### config.mk
export PLATFORM = sky130hd
export DESIGN_NAME = conv_top
export DESIGN_NICKNAME = d
export VERILOG_FILES = /design/src/design/conv_pkg.sv /design/src/design/window_if.sv /design/src/design/window_fetch.sv /design/src/design/window_buffer.sv /design/src/design/conv_mac.sv /design/src/design/conv_top.sv
export VERILOG_INCLUDE_DIRS = /design/src /design/src/include
export SDC_FILE = /design/constraint.sdc
export NUM_CORES = 2
export LEC_CHECK = 0
export BUFFER_PORTS_ARGS = -buffer_cell sky130_fd_sc_hd__buf_2
export CORE_MARGIN = 1.5
export CORE_UTILIZATION = 35
export CTS_CLUSTER_SIZE = 40
export DETAILED_ROUTE_END_ITERATION = 12
export GPL_TIMING_DRIVEN = 0
export HOLD_SLACK_MARGIN = 0.12
export SETUP_SLACK_MARGIN = 0.2
export SYNTH_ARGS = -nofsm -noshare
export SYNTH_HDL_FRONTEND = slang
export SYNTH_SLANG_ARGS = --single-unit
### constraint.sdc
create_clock -name clk -period 11.3 [get_ports clk]
set_input_delay 0.565 -clock clk [delete_from_list [all_inputs] [get_ports clk]]
set_output_delay 0.565 -clock clk [all_outputs]
set_load 0.02 [all_outputs]
### src/include/conv_kernel.svh
`ifndef CONV_KERNEL_SVH
`define CONV_KERNEL_SVH

// ##########################################################
// 3x3 kernel, row-major k0..k8, centre weight at tap 4
// ##########################################################

localparam pixel_t KERNEL_W [NUM_TAPS] = '{
  20'sh0A89E,
  20'sh092D5,
  20'sh06D43,
  20'sh01004,
  20'shF8F71,  // negative weights from here to k8.
  20'shF6E54,
  20'shFA6D7,
  20'shFC834,
  20'shFAC19
};

localparam pixel_t CONV_BIAS = 20'sh01310;

`endif

### src/design/conv_pkg.sv
package conv_pkg;

  // ##########################################################
  // data types
  // ##########################################################

  // signed fixed point, 4 integer and 16 fraction bits.
  typedef logic signed [19:0] pixel_t;

  // product sum of one window, kept at full 40 bits.
  typedef logic signed [39:0] acc_t;

  // tap position 0..8, row-major, 4 is the centre pixel.
  typedef logic [3:0] tap_idx_t;

  // ##########################################################
  // window and result scaling
  // ##########################################################

  localparam int NUM_TAPS = 9;

  localparam int ROUND_BIT = 15;  // half an lsb of the result.
  localparam int FRAC_LSB  = 16;  // result lsb inside the accumulator.

  `include "conv_kernel.svh"

endpackage

### src/design/window_if.sv
`timescale 1ns/1ps

// fetcher to holding register.
interface fetch_if #(
  parameter int IMG_BITS = 6
) ();
  import conv_pkg::*;

  logic                  load;
  pixel_t [NUM_TAPS-1:0] taps;
  logic [2*IMG_BITS-1:0] center_addr;
  logic                  last;
  logic                  full;

  modport producer (output load, taps, center_addr, last, input full);
  modport buffer (input load, taps, center_addr, last, output full);
endinterface

// holding register to arithmetic.
interface tap_if #(
  parameter int IMG_BITS = 6
) ();
  import conv_pkg::*;

  logic                  valid;
  pixel_t [NUM_TAPS-1:0] taps;
  logic [2*IMG_BITS-1:0] center_addr;
  logic                  last;
  logic                  take;

  modport buffer (output valid, taps, center_addr, last, input take);
  modport consumer (input valid, taps, center_addr, last, output take);
endinterface

### src/design/window_fetch.sv
`timescale 1ns/1ps

module window_fetch #(
  parameter int IMG_BITS = 6
) (
  input  logic                  clk,
  input  logic                  reset,
  input  logic                  ready,
  input  conv_pkg::pixel_t      idata,
  input  logic                  run_done,
  output logic                  busy,
  output logic [2*IMG_BITS-1:0] iaddr,
  fetch_if.producer             fetch
);
  import conv_pkg::*;

  // the first in-image tap of pixel (0,0) is its centre.
  localparam tap_idx_t CENTER_TAP = tap_idx_t'(4);
  localparam logic [IMG_BITS-1:0] EDGE = '1;  // index of the last row and column.

  typedef enum logic [1:0] {
    IDLE,
    GATHER,
    OFFER
  } fetch_state_t;

  fetch_state_t          state;
  logic [IMG_BITS-1:0]   row;
  logic [IMG_BITS-1:0]   col;
  tap_idx_t              tap;
  pixel_t [NUM_TAPS-1:0] win;
  logic [IMG_BITS-1:0]   nxt_row;
  logic [IMG_BITS-1:0]   nxt_col;
  tap_idx_t              nxt_tap;
  tap_idx_t              entry_tap;
  logic                  start;

  // ##########################################################
  // tap geometry
  // ##########################################################

  function automatic logic tap_inside(input tap_idx_t t,
                                      input logic [IMG_BITS-1:0] r,
                                      input logic [IMG_BITS-1:0] c);
    logic [1:0] tr;
    logic [1:0] tc;
    tr = 2'(t / 4'd3);
    tc = 2'(t % 4'd3);
    return !((tr == 2'd0 && r == '0) || (tr == 2'd2 && r == EDGE) ||
             (tc == 2'd0 && c == '0) || (tc == 2'd2 && c == EDGE));
  endfunction

  // lowest in-image tap at or above from, NUM_TAPS when there is none.
  function automatic tap_idx_t first_tap(input tap_idx_t from,
                                         input logic [IMG_BITS-1:0] r,
                                         input logic [IMG_BITS-1:0] c);
    tap_idx_t found;
    found = tap_idx_t'(NUM_TAPS);
    for (int i = NUM_TAPS - 1; i >= 0; i--) begin
      if (tap_idx_t'(i) >= from && tap_inside(tap_idx_t'(i), r, c)) begin
        found = tap_idx_t'(i);
      end
    end
    return found;
  endfunction

  function automatic logic [2*IMG_BITS-1:0] tap_addr(input tap_idx_t t,
                                                     input logic [IMG_BITS-1:0] r,
                                                     input logic [IMG_BITS-1:0] c);
    logic [1:0] tr;
    logic [1:0] tc;
    tr = 2'(t / 4'd3);
    tc = 2'(t % 4'd3);
    return {r + IMG_BITS'(tr) - IMG_BITS'(1), c + IMG_BITS'(tc) - IMG_BITS'(1)};
  endfunction

  assign start     = (state == IDLE) && !busy && ready;
  assign nxt_col   = col + 1'b1;
  assign nxt_row   = (col == EDGE) ? row + 1'b1 : row;
  assign nxt_tap   = first_tap(tap + 1'b1, row, col);
  assign entry_tap = first_tap(tap_idx_t'(0), nxt_row, nxt_col);

  // tap only ever points at an in-image neighbour, so the address is always valid.
  assign iaddr = tap_addr(tap, row, col);

  assign fetch.load        = (state == OFFER) && !fetch.full;
  assign fetch.taps        = win;
  assign fetch.center_addr = {row, col};
  assign fetch.last        = (row == EDGE) && (col == EDGE);

  // ##########################################################
  // run control and counters
  // ##########################################################

  always_ff @(posedge clk or posedge reset) begin
    if (reset) begin
      state <= IDLE;
      row   <= '0;
      col   <= '0;
      tap   <= CENTER_TAP;
    end else begin
      case (state)
        IDLE: begin
          if (start) begin
            state <= GATHER;
          end
        end
        GATHER: begin
          if (nxt_tap == tap_idx_t'(NUM_TAPS)) begin
            state <= OFFER;  // tap stays put, so iaddr holds while waiting.
          end else begin
            tap <= nxt_tap;
          end
        end
        OFFER: begin
          if (fetch.load) begin
            row   <= nxt_row;  // wraps to 0 after the last pixel.
            col   <= nxt_col;
            tap   <= entry_tap;
            state <= fetch.last ? IDLE : GATHER;
          end
        end
        default: state <= IDLE;
      endcase
    end
  end

  always_ff @(posedge clk or posedge reset) begin
    if (reset) begin
      busy <= 1'b0;
    end else if (start) begin
      busy <= 1'b1;
    end else if (run_done) begin
      busy <= 1'b0;
    end
  end

  // out-of-image taps are never written and keep the zero from the clear.
  always_ff @(posedge clk) begin
    if (start || fetch.load) begin
      win <= '0;
    end else if (state == GATHER) begin
      win[tap] <= idata;
    end
  end

endmodule

### src/design/window_buffer.sv
`timescale 1ns/1ps

module window_buffer #(
  parameter int IMG_BITS = 6
) (
  input  logic     clk,
  input  logic     reset,
  fetch_if.buffer  fetch,
  tap_if.buffer    taps_out
);
  import conv_pkg::*;

  logic                  full;
  pixel_t [NUM_TAPS-1:0] taps_q;
  logic [2*IMG_BITS-1:0] center_q;
  logic                  last_q;

  // a load in the same cycle as a take keeps the entry occupied.
  always_ff @(posedge clk or posedge reset) begin
    if (reset) begin
      full <= 1'b0;
    end else if (fetch.load) begin
      full <= 1'b1;
    end else if (taps_out.take) begin
      full <= 1'b0;
    end
  end

  always_ff @(posedge clk) begin
    if (fetch.load) begin
      taps_q   <= fetch.taps;
      center_q <= fetch.center_addr;
      last_q   <= fetch.last;
    end
  end

  assign fetch.full = full;

  assign taps_out.valid       = full;
  assign taps_out.taps        = taps_q;
  assign taps_out.center_addr = center_q;
  assign taps_out.last        = last_q;

endmodule

### src/design/conv_mac.sv
`timescale 1ns/1ps

module conv_mac #(
  parameter int IMG_BITS = 6
) (
  input  logic                  clk,
  input  logic                  reset,
  tap_if.consumer               win,
  output logic                  cwr,
  output logic [2*IMG_BITS-1:0] caddr_wr,
  output conv_pkg::pixel_t      cdata_wr,
  output logic                  run_done
);
  import conv_pkg::*;

  localparam int PW = $bits(pixel_t);

  typedef enum logic [1:0] {
    S_TAKE,
    S_ROUND,
    S_WRITE
  } mac_state_t;

  mac_state_t state;
  acc_t       acc;
  pixel_t     res;
  logic       last_q;

  // ##########################################################
  // product sum
  // ##########################################################

  function automatic acc_t window_sum(input pixel_t [NUM_TAPS-1:0] taps);
    acc_t s;
    s = '0;
    for (int i = 0; i < NUM_TAPS; i++) begin
      s += acc_t'(taps[i]) * acc_t'(KERNEL_W[i]);  // both sign-extended to 40 bits.
    end
    return s;
  endfunction

  assign win.take = (state == S_TAKE) && win.valid;

  // the sum is formed straight from the buffer outputs on the take edge.
  always_ff @(posedge clk) begin
    if (win.take) begin
      acc <= window_sum(win.taps);
    end
  end

  // ##########################################################
  // sequence: take, round with bias, write
  // ##########################################################

  always_ff @(posedge clk or posedge reset) begin
    if (reset) begin
      state    <= S_TAKE;
      caddr_wr <= '0;
      res      <= '0;
      last_q   <= 1'b0;
    end else begin
      case (state)
        S_TAKE: begin
          if (win.take) begin
            caddr_wr <= win.center_addr;
            last_q   <= win.last;
            state    <= S_ROUND;
          end
        end
        S_ROUND: begin
          res   <= pixel_t'(acc[FRAC_LSB +: PW]) + pixel_t'(acc[ROUND_BIT]) + CONV_BIAS;
          state <= S_WRITE;
        end
        S_WRITE: begin
          state <= S_TAKE;
        end
        default: state <= S_TAKE;
      endcase
    end
  end

  assign cwr      = (state == S_WRITE);
  assign run_done = cwr && last_q;  // busy drops on the following edge.
  assign cdata_wr = res[PW-1] ? '0 : res;  // relu.

endmodule

### src/design/conv_top.sv
`timescale 1ns/1ps

module conv_top #(
  parameter int IMG_BITS = 6
) (
  input  logic                  clk,
  input  logic                  reset,
  input  logic                  ready,
  input  conv_pkg::pixel_t      idata,
  output logic                  busy,
  output logic [2*IMG_BITS-1:0] iaddr,
  output logic                  cwr,
  output logic [2*IMG_BITS-1:0] caddr_wr,
  output conv_pkg::pixel_t      cdata_wr
);

  logic run_done;

  fetch_if #(.IMG_BITS(IMG_BITS)) fetch_bus ();
  tap_if #(.IMG_BITS(IMG_BITS)) tap_bus ();

  // fetcher gathers the next window while the arithmetic works on the buffered one.
  window_fetch #(
    .IMG_BITS(IMG_BITS)
  ) u_fetch (
    .clk(clk),
    .reset(reset),
    .ready(ready),
    .idata(idata),
    .run_done(run_done),
    .busy(busy),
    .iaddr(iaddr),
    .fetch(fetch_bus)
  );

  window_buffer #(
    .IMG_BITS(IMG_BITS)
  ) u_buffer (
    .clk(clk),
    .reset(reset),
    .fetch(fetch_bus),
    .taps_out(tap_bus)
  );

  conv_mac #(
    .IMG_BITS(IMG_BITS)
  ) u_mac (
    .clk(clk),
    .reset(reset),
    .win(tap_bus),
    .cwr(cwr),
    .caddr_wr(caddr_wr),
    .cdata_wr(cdata_wr),
    .run_done(run_done)
  );

endmodule

==> summary.md <==
| Metric | Value |
|---|---|
| PD cells | `around 60 nW/um2` |
| WL/cell | `slightly below 20 um` |
| Final period util | `102%` |
| Most frequent CP cell | `fa_1` |
| Largest net degree at the start of global routing | `64` |
| Reg2Reg Capture Point | `u_mac.acc[35]` |
| IO Count | `about 70` |
| Multi-input logic area | `between 50000 and 60000 um2` |
| Pre-Repair DR Iteration Count | `5` |
| HP Start | `ready` |
| Post-DP HPWL | `about 160000 um` |
| Synth Flop Type | `edfxtp_1` |
| Share of cells above drive strength 1 | `7.02%` |
| FF-to-FF Start | `u_buffer.taps_out.taps[106]` |
| Worst Clk Skew | `0.0465 ns` |
| Core footprint | `about 200000 um2` |
| CTS root buf | `clkbuf_16` |
| IR drop worst, VDD | `~0.13 mV` |
| Top cell type's share of synthesized area | `36.9%` |
| Post-Route WL | `about 190000 um` |
| Failing checks | `max-capacitance violations, max-slew violations, negative setup slack` |
| Hold crit path type | `in2reg` |
| # setup viols final | `6` |
| Post-synth cell types | `74` |
| Final setup margin | `-0.192 ns` |
| Pre-CTS setup slack | `-1.69 ns` |
| CTS sink cnt | `about 450` |
| Slowest cell on the critical path | `fa_2` |
| Hold endpoint | `u_fetch.busy` |
| CP startpoint kind | `register` |
| Core Rows | `around 160` |
| Die height | `447 um` |
| Bufs on Longest Clock Path | `3` |
| Grt ovf | `0` |
| Critical Path AT | `11.88 ns` |
| Worst Setup Path Type | `reg2reg` |
| CP required | `11.69 ns` |
| Main area contributors after synthesis | `fa_1 37%, ha_1 22%, inv_1 11%, edfxtp_1 9.3%, dfxtp_1 5.2%` |
| Reg2Reg Setup Slack | `-0.19 ns` |
| Initial core utilization | `roughly a third` |
| Final count of pins violating max slew | `10` |
| GRT Util Overall | `a little under a fifth` |
| Iter 0 DRT Violations | `about 2700` |
| Final #Nets | `a little over 9000` |
| Crit path largest cell delay | `roughly 0.56 ns` |
| FF-to-FF path depth | `41` |
| Hold path cells | `3` |
| Outcome | `finished, violations left` |
| Max-cap viol count | `1` |
| Slew headroom | `-7.91%` |
| Via density | `about 4.7` |
| H-tree depth | `2` |
| Part of the Yosys area used for sequential elements | `roughly 17%` |
| DRC violations left | `0` |
| Most common cell after layout, fill and taps aside | `inv_1` |
| Port Buffer Count | `47` |
| CTS tree | `yes` |
| Final ANT Viol Nets | `0` |
| RD Place Congestion | `~0.93` |
| Fmax | `a little under 0.09 GHz` |
| Antenna cells | `0` |
| Final hold violation count | `0` |
| Syn-to-layout area delta | `11.1%` |
| Clock Latency Late Sink | `about 0.69 ns` |
| Seq cells post-synth | `between 400 and 500` |
| Yosys top cell by area | `fa_1` |
| Crit. End Element | `register` |
| Synth Instances | `6576` |
| Post-Syn Nets | `a little over 9000` |
| Die X-Extent | `~450 um` |
| Syn avg cell area | `about 10 um2` |
| Filler cell count in the final layout | `~19000` |
| Synth warn | `0` |
| Total power draw | `between 0.004 and 0.005 W` |
| Die area | `about 200000 um2` |
| Cell Area, Synth | `roughly 69000 um2` |
| Vias | `approximately 44000` |
| Leak pwr | `between 30 and 40 nW` |
| Clk pin slew, worst setup/hold paths | `~0.060 ns` |
| Min Clock Period, post-route | `roughly 11 ns` |
| CTS Buf Count | `52` |
| Commonest non-fill, non-tap cells in the layout | `1917 x inv_1, 1259 x fa_1, 1188 x ha_1, 461 x nand2_1, 277 x a21oi_1` |
| Register Area | `between 10000 and 15000 um2` |
| CP max FO | `4` |
| Slew @ Worst Pin | `about 1.6 ns` |
| Vias in the first global route | `47500` |
| First-pass GRT wire length | `approximately 290000 um` |
| Post-synth EDFFs | `around 210` |
| Async set-reset flop share out of synthesis | `about an eighth` |
| RSZ-0062 raised after global routing | `true` |
| Initial antenna violation count | `5` |
## layout make-up
cell class                 instances  area share, %
buffer                            95          0.499
clock buffer                      65           1.80
clock inverter                    33          0.639
inverter                        1942           9.53
multi-input combinational       4090           66.6
sequential                       449           14.9
tap                             2624           4.29
timing repair buffer             165           1.78
## cells in the mapped netlist (5+ instances only)
library cell and number:
nand2_1 463, nor4_1 5, dfrtp_1 54, a21o_1 55
nor3_1 21, xor2_1 61, fa_1 1271, mux2_2 19
xnor2_1 165, edfxtp_1 214, nor2b_1 32, nor2_1 116
nand2b_1 23, a21oi_1 297, or2_2 11, a31o_2 6
o21bai_1 21, nand4_1 10, or3_1 7, nand3_1 28
o31ai_1 10, dfxtp_1 180, o31a_1 5, a31oi_1 9
clkbuf_1 91, o21a_1 28, o21ai_1 18, and2_1 9
a211oi_1 14, mux2i_1 5, ha_1 1231, o21ai_0 71
inv_1 1942, and3_1 13, o211ai_1 6
## worst max path at each step
stage                                startpoint       endpoint  depth (start not counted)
floorplan           u_buffer.taps_out.taps[105]  u_mac.acc[35]                         43
global placement     u_buffer.taps_out.taps[19]  u_mac.acc[35]                         41
CTS                  u_buffer.taps_out.taps[13]  u_mac.acc[35]                         43
global route        u_buffer.taps_out.taps[106]  u_mac.acc[35]                         43
detailed placement   u_buffer.taps_out.taps[19]  u_mac.acc[35]                         41
finish              u_buffer.taps_out.taps[106]  u_mac.acc[35]                         41
## state kept, by name, indices dropped and copies added (netlist names)
signal and cells:
u_mac.res 20, u_fetch.state 2, u_buffer.fetch.full 1, u_fetch.col 6, u_mac.state 2, u_mac.caddr_wr 12, u_fetch.busy 1, u_mac.last_q 1
u_buffer.taps_out.center_addr 12, u_buffer.taps_out.taps 180, u_mac.acc 21, u_fetch.row 6, u_buffer.taps_out.last 1, u_fetch.tap 4, u_fetch.fetch.taps 180
## metal layers
layer	vias to the layer above	GRT usage (%)	wire (um)
li1	20500	-	-
met1	22500	25.9	83700
met2	933	31.9	88800
met3	254	2.09	8250
met4	0	6.48	7230
met5	-	0	0
## through the flow
stage	area [um2]	hold slack, ns	utilization (%)	TNS (ns)	cells
floorplan	68900	0.408	-	0	6576
detailed placement	72600	0.412	37.2	-8.35	9254
CTS	76000	0.197	38.9	-0.238	9441
global route	76500	0.237	39.2	-3.04	9463
finish	76500	0.239	39.2	-0.372	9463
global placement	72400	0.409	37.1	-7.19	9247
## report_power, final
part	internal, W	switching (W)	total [W]
clock	0.00109	0.000793	0.00188
combinational	0.000402	0.000570	0.000972
sequential	0.00179	0.0000442	0.00184
## critical path: cells and delay by family (launching register included)
family | cells | cell delay [ns]
AOI/OAI and AO/OA | 6 | 1.30
DFF | 1 | 0.47
xor gates and xnor gates | 12 | 2.13
adders and majority gates | 15 | 6.64
buffers and inverters | 8 | 0.61
## what timing repair did
| action | CTS | global route |
|---|---|---|
| hold endpoints to repair | 16 | 0 |
| resized for setup | 139 | 64 |
| hold buffers | 1 | 0 |
| pin swaps | 73 | 85 |
| buffers inserted | 88 | 22 |
| endpoints found under the setup margin | 19 | 16 |
## cell families after synthesis
| group | after synthesis | share of synthesized area, % |
|---|---|---|
| compound gates | 591 | 5.19 |
| other cells | 1 | 0.00544 |
| buf+inv | 2037 | 11.1 |
| mux | 24 | 0.383 |
| flops | 449 | 16.6 |
| xor+xnor | 226 | 2.87 |
| simple gates | 746 | 4.61 |
| fa+ha+maj | 2502 | 59.3 |
Power figures use the tool's default switching activity.
